<file path="config.mk">
export PLATFORM = sky130hd
export DESIGN_NAME = lpif_top
export DESIGN_NICKNAME = d
export VERILOG_FILES = /design/src/hw/aib_pkg.sv /design/src/hw/lpif_pkg.sv /design/src/hw/lpif_top.sv /design/src/hw/lpif_rx_stage.sv /design/src/hw/lpif_lpbk_stage.sv /design/src/hw/lpif_tx_stage.sv /design/src/hw/lpif_lsm.sv
export SDC_FILE = /design/constraint.sdc
export NUM_CORES = 1
export LEC_CHECK = 0
export BUFFER_PORTS_ARGS = -buffer_cell sky130_fd_sc_hd__buf_2
export CORE_ASPECT_RATIO = 1.2
export CORE_MARGIN = 2
export CORE_UTILIZATION = 30
export DETAILED_ROUTE_END_ITERATION = 8
export SKIP_CTS_REPAIR_TIMING = 1
export SLEW_MARGIN = 20
export SYNTH_ARGS = -nofsm -noshare
export SYNTH_HDL_FRONTEND = slang
export SYNTH_HIERARCHICAL = 1
export SYNTH_SLANG_ARGS = --single-unit
</file>
<file path="constraint.sdc">
create_clock -name lclk -period 2.95 [get_ports lclk]
set_input_delay 0.59 -clock lclk [delete_from_list [all_inputs] [get_ports lclk]]
set_output_delay 0.59 -clock lclk [all_outputs]
set_load 0.05 [all_outputs]
</file>
<file path="src/hw/aib_pkg.sv">
/*
 * AIB lane layout
 * Lane count, lane width and the field positions of a framed flit
 */

`default_nettype none

package aib_pkg;

  localparam int AIB_LANES         = 4;
  localparam int AIB_BITS_PER_LANE = 20;

  // All lanes side by side, lane 0 in the low bits
  typedef logic [AIB_LANES*AIB_BITS_PER_LANE-1:0] lane_word_t;

  ////////////////////////////////////////////////////////////////////////////
  // Frame fields inside the lane word
  ////////////////////////////////////////////////////////////////////////////

  localparam int FRAME_PROTID_LSB = 0;  // Protocol ID, 0 means idle
  localparam int FRAME_DVALID_LSB = 2;  // Per-half valid bits
  localparam int FRAME_DATA_LSB   = 4;  // 64 data bits

  // Bits 68 and up are padding and always sent as zero

endpackage

`default_nettype wire

</file>
<file path="src/hw/lpif_pkg.sv">
/*
 * LPIF link-side definitions
 * Flit data, valid and stream widths, protocol IDs and link states
 */

`default_nettype none

package lpif_pkg;

  localparam int LPIF_DATA_BYTES  = 8;
  localparam int LPIF_VALID_WIDTH = 2;  // One valid per 32-bit half

  typedef logic [LPIF_DATA_BYTES*8-1:0] lpif_data_t;
  typedef logic [LPIF_VALID_WIDTH-1:0]  lpif_valid_t;
  typedef logic [7:0]                   lpif_stream_t;

  // Protocol ID carried in the AIB frame
  typedef logic [1:0] protid_t;

  localparam protid_t PROTID_IDLE      = 2'd0;  // No flit
  localparam protid_t PROTID_MEM_CACHE = 2'd1;
  localparam protid_t PROTID_IO        = 2'd2;
  localparam protid_t PROTID_ARB_MUX   = 2'd3;

  // Link states, same codes as on pl_state_sts
  typedef enum logic [3:0]
  {
    RESET  = 4'h0,
    ACTIVE = 4'h1,
    L1     = 4'h4,
    STALL  = 4'h8   // Internal wait for stall ack, shown as ACTIVE
  } lnk_state_e;

endpackage

`default_nettype wire
</file>
<file path="src/hw/lpif_top.sv">
/*
 * LPIF to AIB adapter, single lclk domain
 * Transmit framing, loopback select and receive deframing in a row,
 * with the link state machine gating traffic
 */

`timescale 1ns/1ps
`default_nettype none

module lpif_top
  #(
  parameter lpif_pkg::lpif_stream_t MEM_CACHE_STREAM_ID = 8'h01,
  parameter lpif_pkg::lpif_stream_t IO_STREAM_ID        = 8'h02,
  parameter lpif_pkg::lpif_stream_t ARB_MUX_STREAM_ID   = 8'h03
  )
  (
  input  logic                   lclk,
  input  logic                   arst_n,
  // LPIF transmit
  input  logic                   lp_irdy,
  input  lpif_pkg::lpif_data_t   lp_data,
  input  lpif_pkg::lpif_valid_t  lp_valid,
  input  lpif_pkg::lpif_stream_t lp_stream,
  output logic                   pl_trdy,
  output logic                   pl_error,
  // Link state
  input  lpif_pkg::lnk_state_e   lp_state_req,
  input  logic                   lp_stallack,
  input  logic                   fs_mac_rdy,
  output lpif_pkg::lnk_state_e   pl_state_sts,
  output logic                   pl_stallreq,
  output logic                   pl_phyinl1,
  output logic                   pl_lnk_up,
  // AIB lanes
  input  logic                   lpbk_en,
  input  aib_pkg::lane_word_t    dout,
  output aib_pkg::lane_word_t    data_in_f,
  // LPIF receive
  output lpif_pkg::lpif_data_t   pl_data,
  output lpif_pkg::lpif_valid_t  pl_valid,
  output lpif_pkg::lpif_stream_t pl_stream
  );

  logic                link_active;
  aib_pkg::lane_word_t rx_lanes;

  lpif_lsm lpif_lsm_i
    (
    .lclk         (lclk),
    .arst_n       (arst_n),
    .lp_state_req (lp_state_req),
    .fs_mac_rdy   (fs_mac_rdy),
    .lp_stallack  (lp_stallack),
    .pl_state_sts (pl_state_sts),
    .pl_stallreq  (pl_stallreq),
    .pl_phyinl1   (pl_phyinl1),
    .pl_lnk_up    (pl_lnk_up),
    .link_active  (link_active)
    );

  lpif_tx_stage
    #(
    .MEM_CACHE_STREAM_ID (MEM_CACHE_STREAM_ID),
    .IO_STREAM_ID        (IO_STREAM_ID),
    .ARB_MUX_STREAM_ID   (ARB_MUX_STREAM_ID)
    )
  lpif_tx_stage_i
    (
    .lclk        (lclk),
    .arst_n      (arst_n),
    .link_active (link_active),
    .lp_irdy     (lp_irdy),
    .lp_data     (lp_data),
    .lp_valid    (lp_valid),
    .lp_stream   (lp_stream),
    .pl_trdy     (pl_trdy),
    .data_in_f   (data_in_f),
    .pl_error    (pl_error)
    );

  // Transmit word feeds both the AIB port and the loopback path
  lpif_lpbk_stage lpif_lpbk_stage_i
    (
    .lclk     (lclk),
    .arst_n   (arst_n),
    .lpbk_en  (lpbk_en),
    .tx_lanes (data_in_f),
    .dout     (dout),
    .rx_lanes (rx_lanes)
    );

  lpif_rx_stage
    #(
    .MEM_CACHE_STREAM_ID (MEM_CACHE_STREAM_ID),
    .IO_STREAM_ID        (IO_STREAM_ID),
    .ARB_MUX_STREAM_ID   (ARB_MUX_STREAM_ID)
    )
  lpif_rx_stage_i
    (
    .lclk        (lclk),
    .arst_n      (arst_n),
    .link_active (link_active),
    .rx_lanes    (rx_lanes),
    .pl_data     (pl_data),
    .pl_valid    (pl_valid),
    .pl_stream   (pl_stream)
    );

endmodule

`default_nettype wire

</file>
<file path="src/hw/lpif_rx_stage.sv">
/*
 * Receive deframing stage
 * Unpacks the AIB lane word, maps the protocol ID back to a stream ID
 * and registers the LPIF receive outputs
 */

`timescale 1ns/1ps
`default_nettype none

module lpif_rx_stage
  #(
  parameter lpif_pkg::lpif_stream_t MEM_CACHE_STREAM_ID = 8'h01,
  parameter lpif_pkg::lpif_stream_t IO_STREAM_ID        = 8'h02,
  parameter lpif_pkg::lpif_stream_t ARB_MUX_STREAM_ID   = 8'h03
  )
  (
  input  logic                   lclk,
  input  logic                   arst_n,
  input  logic                   link_active,
  input  aib_pkg::lane_word_t    rx_lanes,
  output lpif_pkg::lpif_data_t   pl_data,
  output lpif_pkg::lpif_valid_t  pl_valid,
  output lpif_pkg::lpif_stream_t pl_stream
  );

  localparam int PROTID_W = $bits(lpif_pkg::protid_t);
  localparam int VALID_W  = $bits(lpif_pkg::lpif_valid_t);
  localparam int DATA_W   = $bits(lpif_pkg::lpif_data_t);

  lpif_pkg::protid_t      rx_protid;
  lpif_pkg::lpif_valid_t  rx_dvalid;
  lpif_pkg::lpif_data_t   rx_data;
  lpif_pkg::lpif_stream_t rx_stream;
  logic                   frame_vld;

  // Field extraction
  assign rx_protid = rx_lanes[aib_pkg::FRAME_PROTID_LSB +: PROTID_W];
  assign rx_dvalid = rx_lanes[aib_pkg::FRAME_DVALID_LSB +: VALID_W];
  assign rx_data   = rx_lanes[aib_pkg::FRAME_DATA_LSB +: DATA_W];

  // Idle frames and frames during stall or L1 are dropped
  assign frame_vld = (rx_protid != lpif_pkg::PROTID_IDLE) && link_active;

  // Reverse of the transmit map
  always_comb
  begin
    case (rx_protid)
      lpif_pkg::PROTID_MEM_CACHE: rx_stream = MEM_CACHE_STREAM_ID;
      lpif_pkg::PROTID_IO:        rx_stream = IO_STREAM_ID;
      lpif_pkg::PROTID_ARB_MUX:   rx_stream = ARB_MUX_STREAM_ID;
      default:                    rx_stream = '0;
    endcase
  end

  ////////////////////////////////////////////////////////////////////////////
  // Output registers
  ////////////////////////////////////////////////////////////////////////////

  always_ff @(posedge lclk or negedge arst_n)
  begin
    if (!arst_n)
      pl_valid <= '0;
    else
      pl_valid <= frame_vld ? rx_dvalid : '0;
  end

  // Payload only loads with a live frame
  always_ff @(posedge lclk)
  begin
    if (frame_vld)
    begin
      pl_data   <= rx_data;
      pl_stream <= rx_stream;
    end
  end

endmodule

`default_nettype wire

</file>
<file path="src/hw/lpif_lpbk_stage.sv">
/*
 * Loopback selector
 * Retimes either the local transmit lanes or the far-side lanes
 * onto the receive path
 */

`timescale 1ns/1ps
`default_nettype none

module lpif_lpbk_stage
  (
  input  logic                lclk,
  input  logic                arst_n,
  input  logic                lpbk_en,
  input  aib_pkg::lane_word_t tx_lanes,
  input  aib_pkg::lane_word_t dout,
  output aib_pkg::lane_word_t rx_lanes
  );

  aib_pkg::lane_word_t lanes_sel;

  // Local lanes in loopback, far side otherwise
  assign lanes_sel = lpbk_en ? tx_lanes : dout;

  // Cleared so the receive side sees idle frames out of reset
  always_ff @(posedge lclk or negedge arst_n)
  begin
    if (!arst_n)
      rx_lanes <= '0;
    else
      rx_lanes <= lanes_sel;
  end

endmodule

`default_nettype wire

</file>
<file path="src/hw/lpif_tx_stage.sv">
/*
 * Transmit framing stage
 * Takes LPIF flits on irdy/trdy, maps the stream to a protocol ID and
 * registers the packed AIB lane word
 */

`timescale 1ns/1ps
`default_nettype none

module lpif_tx_stage
  #(
  parameter lpif_pkg::lpif_stream_t MEM_CACHE_STREAM_ID = 8'h01,
  parameter lpif_pkg::lpif_stream_t IO_STREAM_ID        = 8'h02,
  parameter lpif_pkg::lpif_stream_t ARB_MUX_STREAM_ID   = 8'h03
  )
  (
  input  logic                   lclk,
  input  logic                   arst_n,
  input  logic                   link_active,
  input  logic                   lp_irdy,
  input  lpif_pkg::lpif_data_t   lp_data,
  input  lpif_pkg::lpif_valid_t  lp_valid,
  input  lpif_pkg::lpif_stream_t lp_stream,
  output logic                   pl_trdy,
  output aib_pkg::lane_word_t    data_in_f,
  output logic                   pl_error
  );

  localparam int PROTID_W = $bits(lpif_pkg::protid_t);
  localparam int VALID_W  = $bits(lpif_pkg::lpif_valid_t);
  localparam int DATA_W   = $bits(lpif_pkg::lpif_data_t);

  logic                accept;
  logic                stream_known;
  lpif_pkg::protid_t   tx_protid;
  aib_pkg::lane_word_t word_d;

  assign pl_trdy = link_active;           // Only back-pressure is link state
  assign accept  = lp_irdy & link_active;

  // Stream ID to protocol ID
  always_comb
  begin
    stream_known = 1'b1;
    tx_protid    = lpif_pkg::PROTID_IDLE;
    if (lp_stream == MEM_CACHE_STREAM_ID)
      tx_protid = lpif_pkg::PROTID_MEM_CACHE;
    else if (lp_stream == IO_STREAM_ID)
      tx_protid = lpif_pkg::PROTID_IO;
    else if (lp_stream == ARB_MUX_STREAM_ID)
      tx_protid = lpif_pkg::PROTID_ARB_MUX;
    else
      stream_known = 1'b0;
  end

  ////////////////////////////////////////////////////////////////////////////
  // Frame packing
  ////////////////////////////////////////////////////////////////////////////

  always_comb
  begin
    word_d = '0;                          // Idle word, padding stays zero
    if (accept && stream_known)
    begin
      word_d[aib_pkg::FRAME_PROTID_LSB +: PROTID_W] = tx_protid;
      word_d[aib_pkg::FRAME_DVALID_LSB +: VALID_W]  = lp_valid;
      word_d[aib_pkg::FRAME_DATA_LSB +: DATA_W]     = lp_data;
    end
  end

  always_ff @(posedge lclk or negedge arst_n)
  begin
    if (!arst_n)
    begin
      data_in_f <= '0;
      pl_error  <= 1'b0;
    end
    else
    begin
      data_in_f <= word_d;
      pl_error  <= accept & ~stream_known; // One cycle per dropped flit
    end
  end

endmodule

`default_nettype wire

</file>
<file path="src/hw/lpif_lsm.sv">
/*
 * Link state machine
 * Walks Reset, Active and L1 with the stall exchange on L1 entry and
 * drives the registered status and link-active indications
 */

`timescale 1ns/1ps
`default_nettype none

module lpif_lsm
  (
  input  logic                 lclk,
  input  logic                 arst_n,
  input  lpif_pkg::lnk_state_e lp_state_req,
  input  logic                 fs_mac_rdy,
  input  logic                 lp_stallack,
  output lpif_pkg::lnk_state_e pl_state_sts,
  output logic                 pl_stallreq,
  output logic                 pl_phyinl1,
  output logic                 pl_lnk_up,
  output logic                 link_active
  );

  lpif_pkg::lnk_state_e state_q;
  lpif_pkg::lnk_state_e state_d;

  ////////////////////////////////////////////////////////////////////////////
  // Next state
  ////////////////////////////////////////////////////////////////////////////

  always_comb
  begin
    state_d = state_q;
    if (!fs_mac_rdy)
      state_d = lpif_pkg::RESET;  // Far side gone, drop the link
    else
    begin
      case (state_q)
        lpif_pkg::RESET:
          if (lp_state_req == lpif_pkg::ACTIVE)
            state_d = lpif_pkg::ACTIVE;
        lpif_pkg::ACTIVE:
          if (lp_state_req == lpif_pkg::L1)
            state_d = lpif_pkg::STALL;
        lpif_pkg::STALL:
          if (lp_stallack)
            state_d = lpif_pkg::L1;
        lpif_pkg::L1:
          if (lp_state_req == lpif_pkg::ACTIVE)
            state_d = lpif_pkg::ACTIVE;
        default:
          state_d = lpif_pkg::RESET;
      endcase
    end
  end

  ////////////////////////////////////////////////////////////////////////////
  // State and status flops
  ////////////////////////////////////////////////////////////////////////////

  // Status is loaded from the next state so it changes with the state
  always_ff @(posedge lclk or negedge arst_n)
  begin
    if (!arst_n)
    begin
      state_q      <= lpif_pkg::RESET;
      pl_state_sts <= lpif_pkg::RESET;
      pl_stallreq  <= 1'b0;
      pl_phyinl1   <= 1'b0;
      pl_lnk_up    <= 1'b0;
      link_active  <= 1'b0;
    end
    else
    begin
      state_q      <= state_d;
      pl_state_sts <= (state_d == lpif_pkg::STALL) ? lpif_pkg::ACTIVE : state_d;
      pl_stallreq  <= (state_d == lpif_pkg::STALL);  // Held until ack
      pl_phyinl1   <= (state_d == lpif_pkg::L1);
      pl_lnk_up    <= (state_d != lpif_pkg::RESET);
      link_active  <= (state_d == lpif_pkg::ACTIVE); // Stall and L1 block traffic
    end
  end

endmodule

`default_nettype wire

</file>
==> impl_metrics.json <==
{
  "power.static_leakage_nw": 5.15,
  "grt-ovfl-total": 0,
  "final_antenna_net_count": 0,
  "status": "finished, final reports clean",
  "cts_inserted_buffers": 23,
  "hold_path_class": "in2async",
  "register_area_mm2": 0.00576,
  "max-slew-margin-rel_pct": 37.4,
  "seqPwrFrac_pct": 49.2,
  "initial_utilization_pct": 30.2,
  "timing.critical_path.arrival_ns": 2.52,
  "die-height_um": 184,
  "r2r_cells": 3,
  "floorplan.die_area_mm2": 0.0285,
  "drt_pass1_iterations": 4,
  "post-route-period-util_pct": 73.0,
  "cp_data_required_time_ns": 3.31,
  "first_global_vias": 4942,
  "insertion_delay_ns": 0.50,
  "synthesis.area_per_instance_um2": 18.4,
  "io-pin-count": 327,
  "setup_viol_count_final": 0,
  "totalWireLength_um": 19700,
  "synthesis.instances": 443,
  "finalCriticalPeriod_ns": 2.15,
  "timing.reg2reg.setup_slack_ns": 0.80,
  "path_clk_slew_ns": 0.06,
  "pin_count_of_the_biggest_net_entering_global_routing": 70,
  "clock_group_share_of_total_power_pct": 44.7,
  "cap_viol_max_count": 0,
  "setup_slack_at_placement_ns": 0.610,
  "setup_ws_ns": 0.796,
  "power.combinational.fraction_pct": 6.1,
  "multi_input_comb_area_mm2": 0.00201,
  "max-clock-path-buffers": 3,
  "worst_r2r_endpoint": "lpif_tx_stage_i/data_in_f[26]$_DFF_PN0_",
  "cts_tree": "done",
  "numClockSinks": 217,
  "power_per_cell_area_mw_per_mm2": 610,
  "num_vias": 4793,
  "n_fill_cell": 2565,
  "critical_path.n_buffers_inverters": 1,
  "dp_hpwl_um": 13300,
  "hold_violations": 0,
  "cts-htree-levels": 1,
  "critical-path-max-stage-delay_ns": 0.62,
  "crit_path_top_delay_cell": "sky130_fd_sc_hd__nand4bb_4",
  "gp_congestion": 0.779,
  "setup_tns_ns": 0,
  "drive_above_1_share_pct": 56.1,
  "core_area_mm2": 0.0269,
  "power.net_switching_mw": 1.38,
  "detail_route.wl_per_cell_um": 18.0,
  "port-buffer-count": 296,
  "drt_iter0_markers": 228,
  "std_cell_rows": 66,
  "clock-skew-final_ns": 0.0170,
  "mappedNetlistArea_mm2": 0.00813,
  "synth-warning-count": 6,
  "crit_path_max_fanout": 35,
  "grt_pass1_wl_um": 29000,
  "final_cells": 1094,
  "avgViaCountPerCell": 4.38,
  "grt_usage_pct": 13.4,
  "cts_root_buffer": "sky130_fd_sc_hd__clkbuf_16",
  "r2r_start": "lpif_lsm_i/link_active$_DFF_PN0_",
  "netSwitchingFraction_pct": 21.4,
  "timing.critical_path.cells": "nand4bb_4 -> buf_4 -> nor4b_1",
  "route.detailed.drc": 0,
  "numPlacedInstances": 1051,
  "postLayoutCoreUtil_pct": 39.3,
  "cp-start-kind": "flop",
  "die-width_um": 154,
  "path_delay_family": "simple AND/OR/NAND/NOR gates",
  "cp_endpoint_kind": "flop",
  "class_of_the_most_critical_setup_path": "reg2reg",
  "layout.nets": 900,
  "final-max-slew-violation-count": 0,
  "layout-area-overhead-vs-synth_pct": 29.9,
  "max-vdd-ir-drop_uv": 376,
  "unrepaired_setup_endpoints_after_global_routing": "false",
  "internal_power_mw": 5.06,
  "grt_antenna_before_repair": 3,
  "measured_slew_at_the_worst_slew_check_pin_ns": 0.939,
  "max_freq_mhz": 464
}
## power groups by stage
stage / sequential, mW / clock, mW / combinational (mW)
2_1_floorplan: 3.23 / 0 / 0.249
3_3_place_gp: 3.22 / 0 / 0.396
3_5_place_dp: 3.23 / 0 / 0.400
4_1_cts: 3.17 / 2.99 / 0.402
5_1_grt: 3.17 / 3.13 / 0.429
6_report: 3.17 / 2.88 / 0.397
## cells in the final DEF (no fill, tap or decap), drive strengths merged, types with 3 or more instances in the layout
master,n
a21oi,5
buf,304
bufinv,3
clkbuf,30
clkinv,6
conb,21
dfrtp,151
edfxtp,66
inv,3
mux2,68
nand2b,3
nor2,4
nor3,4
nor4b,69
## per-layer routing
layer | share of wire (%) | GRT usage, % | up-vias
met1 | 39 | 15.9 | 2376
met4 | 2.6 | 4.56 | 2
met5 | 0.066 | 0 | -
li1 | - | - | 2174
met3 | 7.1 | 3.24 | 41
met2 | 52 | 23.7 | 200
## sequential cells by signal, indices dropped and copies added (netlist names)
register                    count
lpif_rx_stage_i/pl_stream       2
lpif_tx_stage_i/data_in_f      68
lpif_lsm_i/pl_stallreq          1
lpif_rx_stage_i/pl_valid        2
lpif_lsm_i/pl_phyinl1           1
lpif_lsm_i/pl_state_sts         4
lpif_rx_stage_i/pl_data        64
lpif_lsm_i/pl_lnk_up            1
lpif_lpbk_stage_i/rx_lanes     68
lpif_lsm_i/link_active          1
lpif_lsm_i/state_q              4
lpif_tx_stage_i/pl_error        1
## layout make-up
| cell class | count | share of cell area (%) |
|---|---|---|
| Antenna cell | 2 | 0.0474 |
| Clock inverter | 11 | 1.36 |
| Inverter | 3 | 0.107 |
| Clock buffer | 30 | 5.79 |
| Timing Repair Buffer | 304 | 15.1 |
| Multi-Input combinational cell | 187 | 19.0 |
| Sequential cell | 217 | 54.5 |
| Tap cell | 340 | 4.03 |
## how the worst max path moves through the flow
stage / to / startpoint / depth (start not counted)
after floorplan: lpif_rx_stage_i/pl_data[0]$_DFFE_PP_ / lpif_lsm_i/link_active$_DFF_PN0_ / 1
after global placement: lpif_tx_stage_i/pl_error$_DFF_PN0_ / lp_stream[5] / 3
after detailed placement: lpif_tx_stage_i/data_in_f[26]$_DFF_PN0_ / lp_stream[2] / 4
after CTS: lpif_tx_stage_i/data_in_f[26]$_DFF_PN0_ / lpif_lsm_i/link_active$_DFF_PN0_ / 3
after global routing: lpif_tx_stage_i/data_in_f[26]$_DFF_PN0_ / lpif_lsm_i/link_active$_DFF_PN0_ / 3
final: lpif_tx_stage_i/data_in_f[26]$_DFF_PN0_ / lpif_lsm_i/link_active$_DFF_PN0_ / 3
## worst register-to-register path, delay by kind of cell, from the launching register on
| kind | cells | cell delay (ns) |
|---|---|---|
| buffers and inverters | 1 | 0.47 |
| flip-flops | 1 | 0.57 |
| AND/OR/NAND/NOR | 2 | 0.98 |
## through the flow
stage	power [mW]	cell area (um^2)	hold WS, ns
finish	6.45	10600	0.0760
global route	6.73	10600	0.104
CTS	6.56	10600	0.0782
detailed placement	3.63	9810	0.404
global placement	3.62	9810	0.401
floorplan	3.48	8200	0.294
Note: power is estimated with default switching activity, not from simulation.
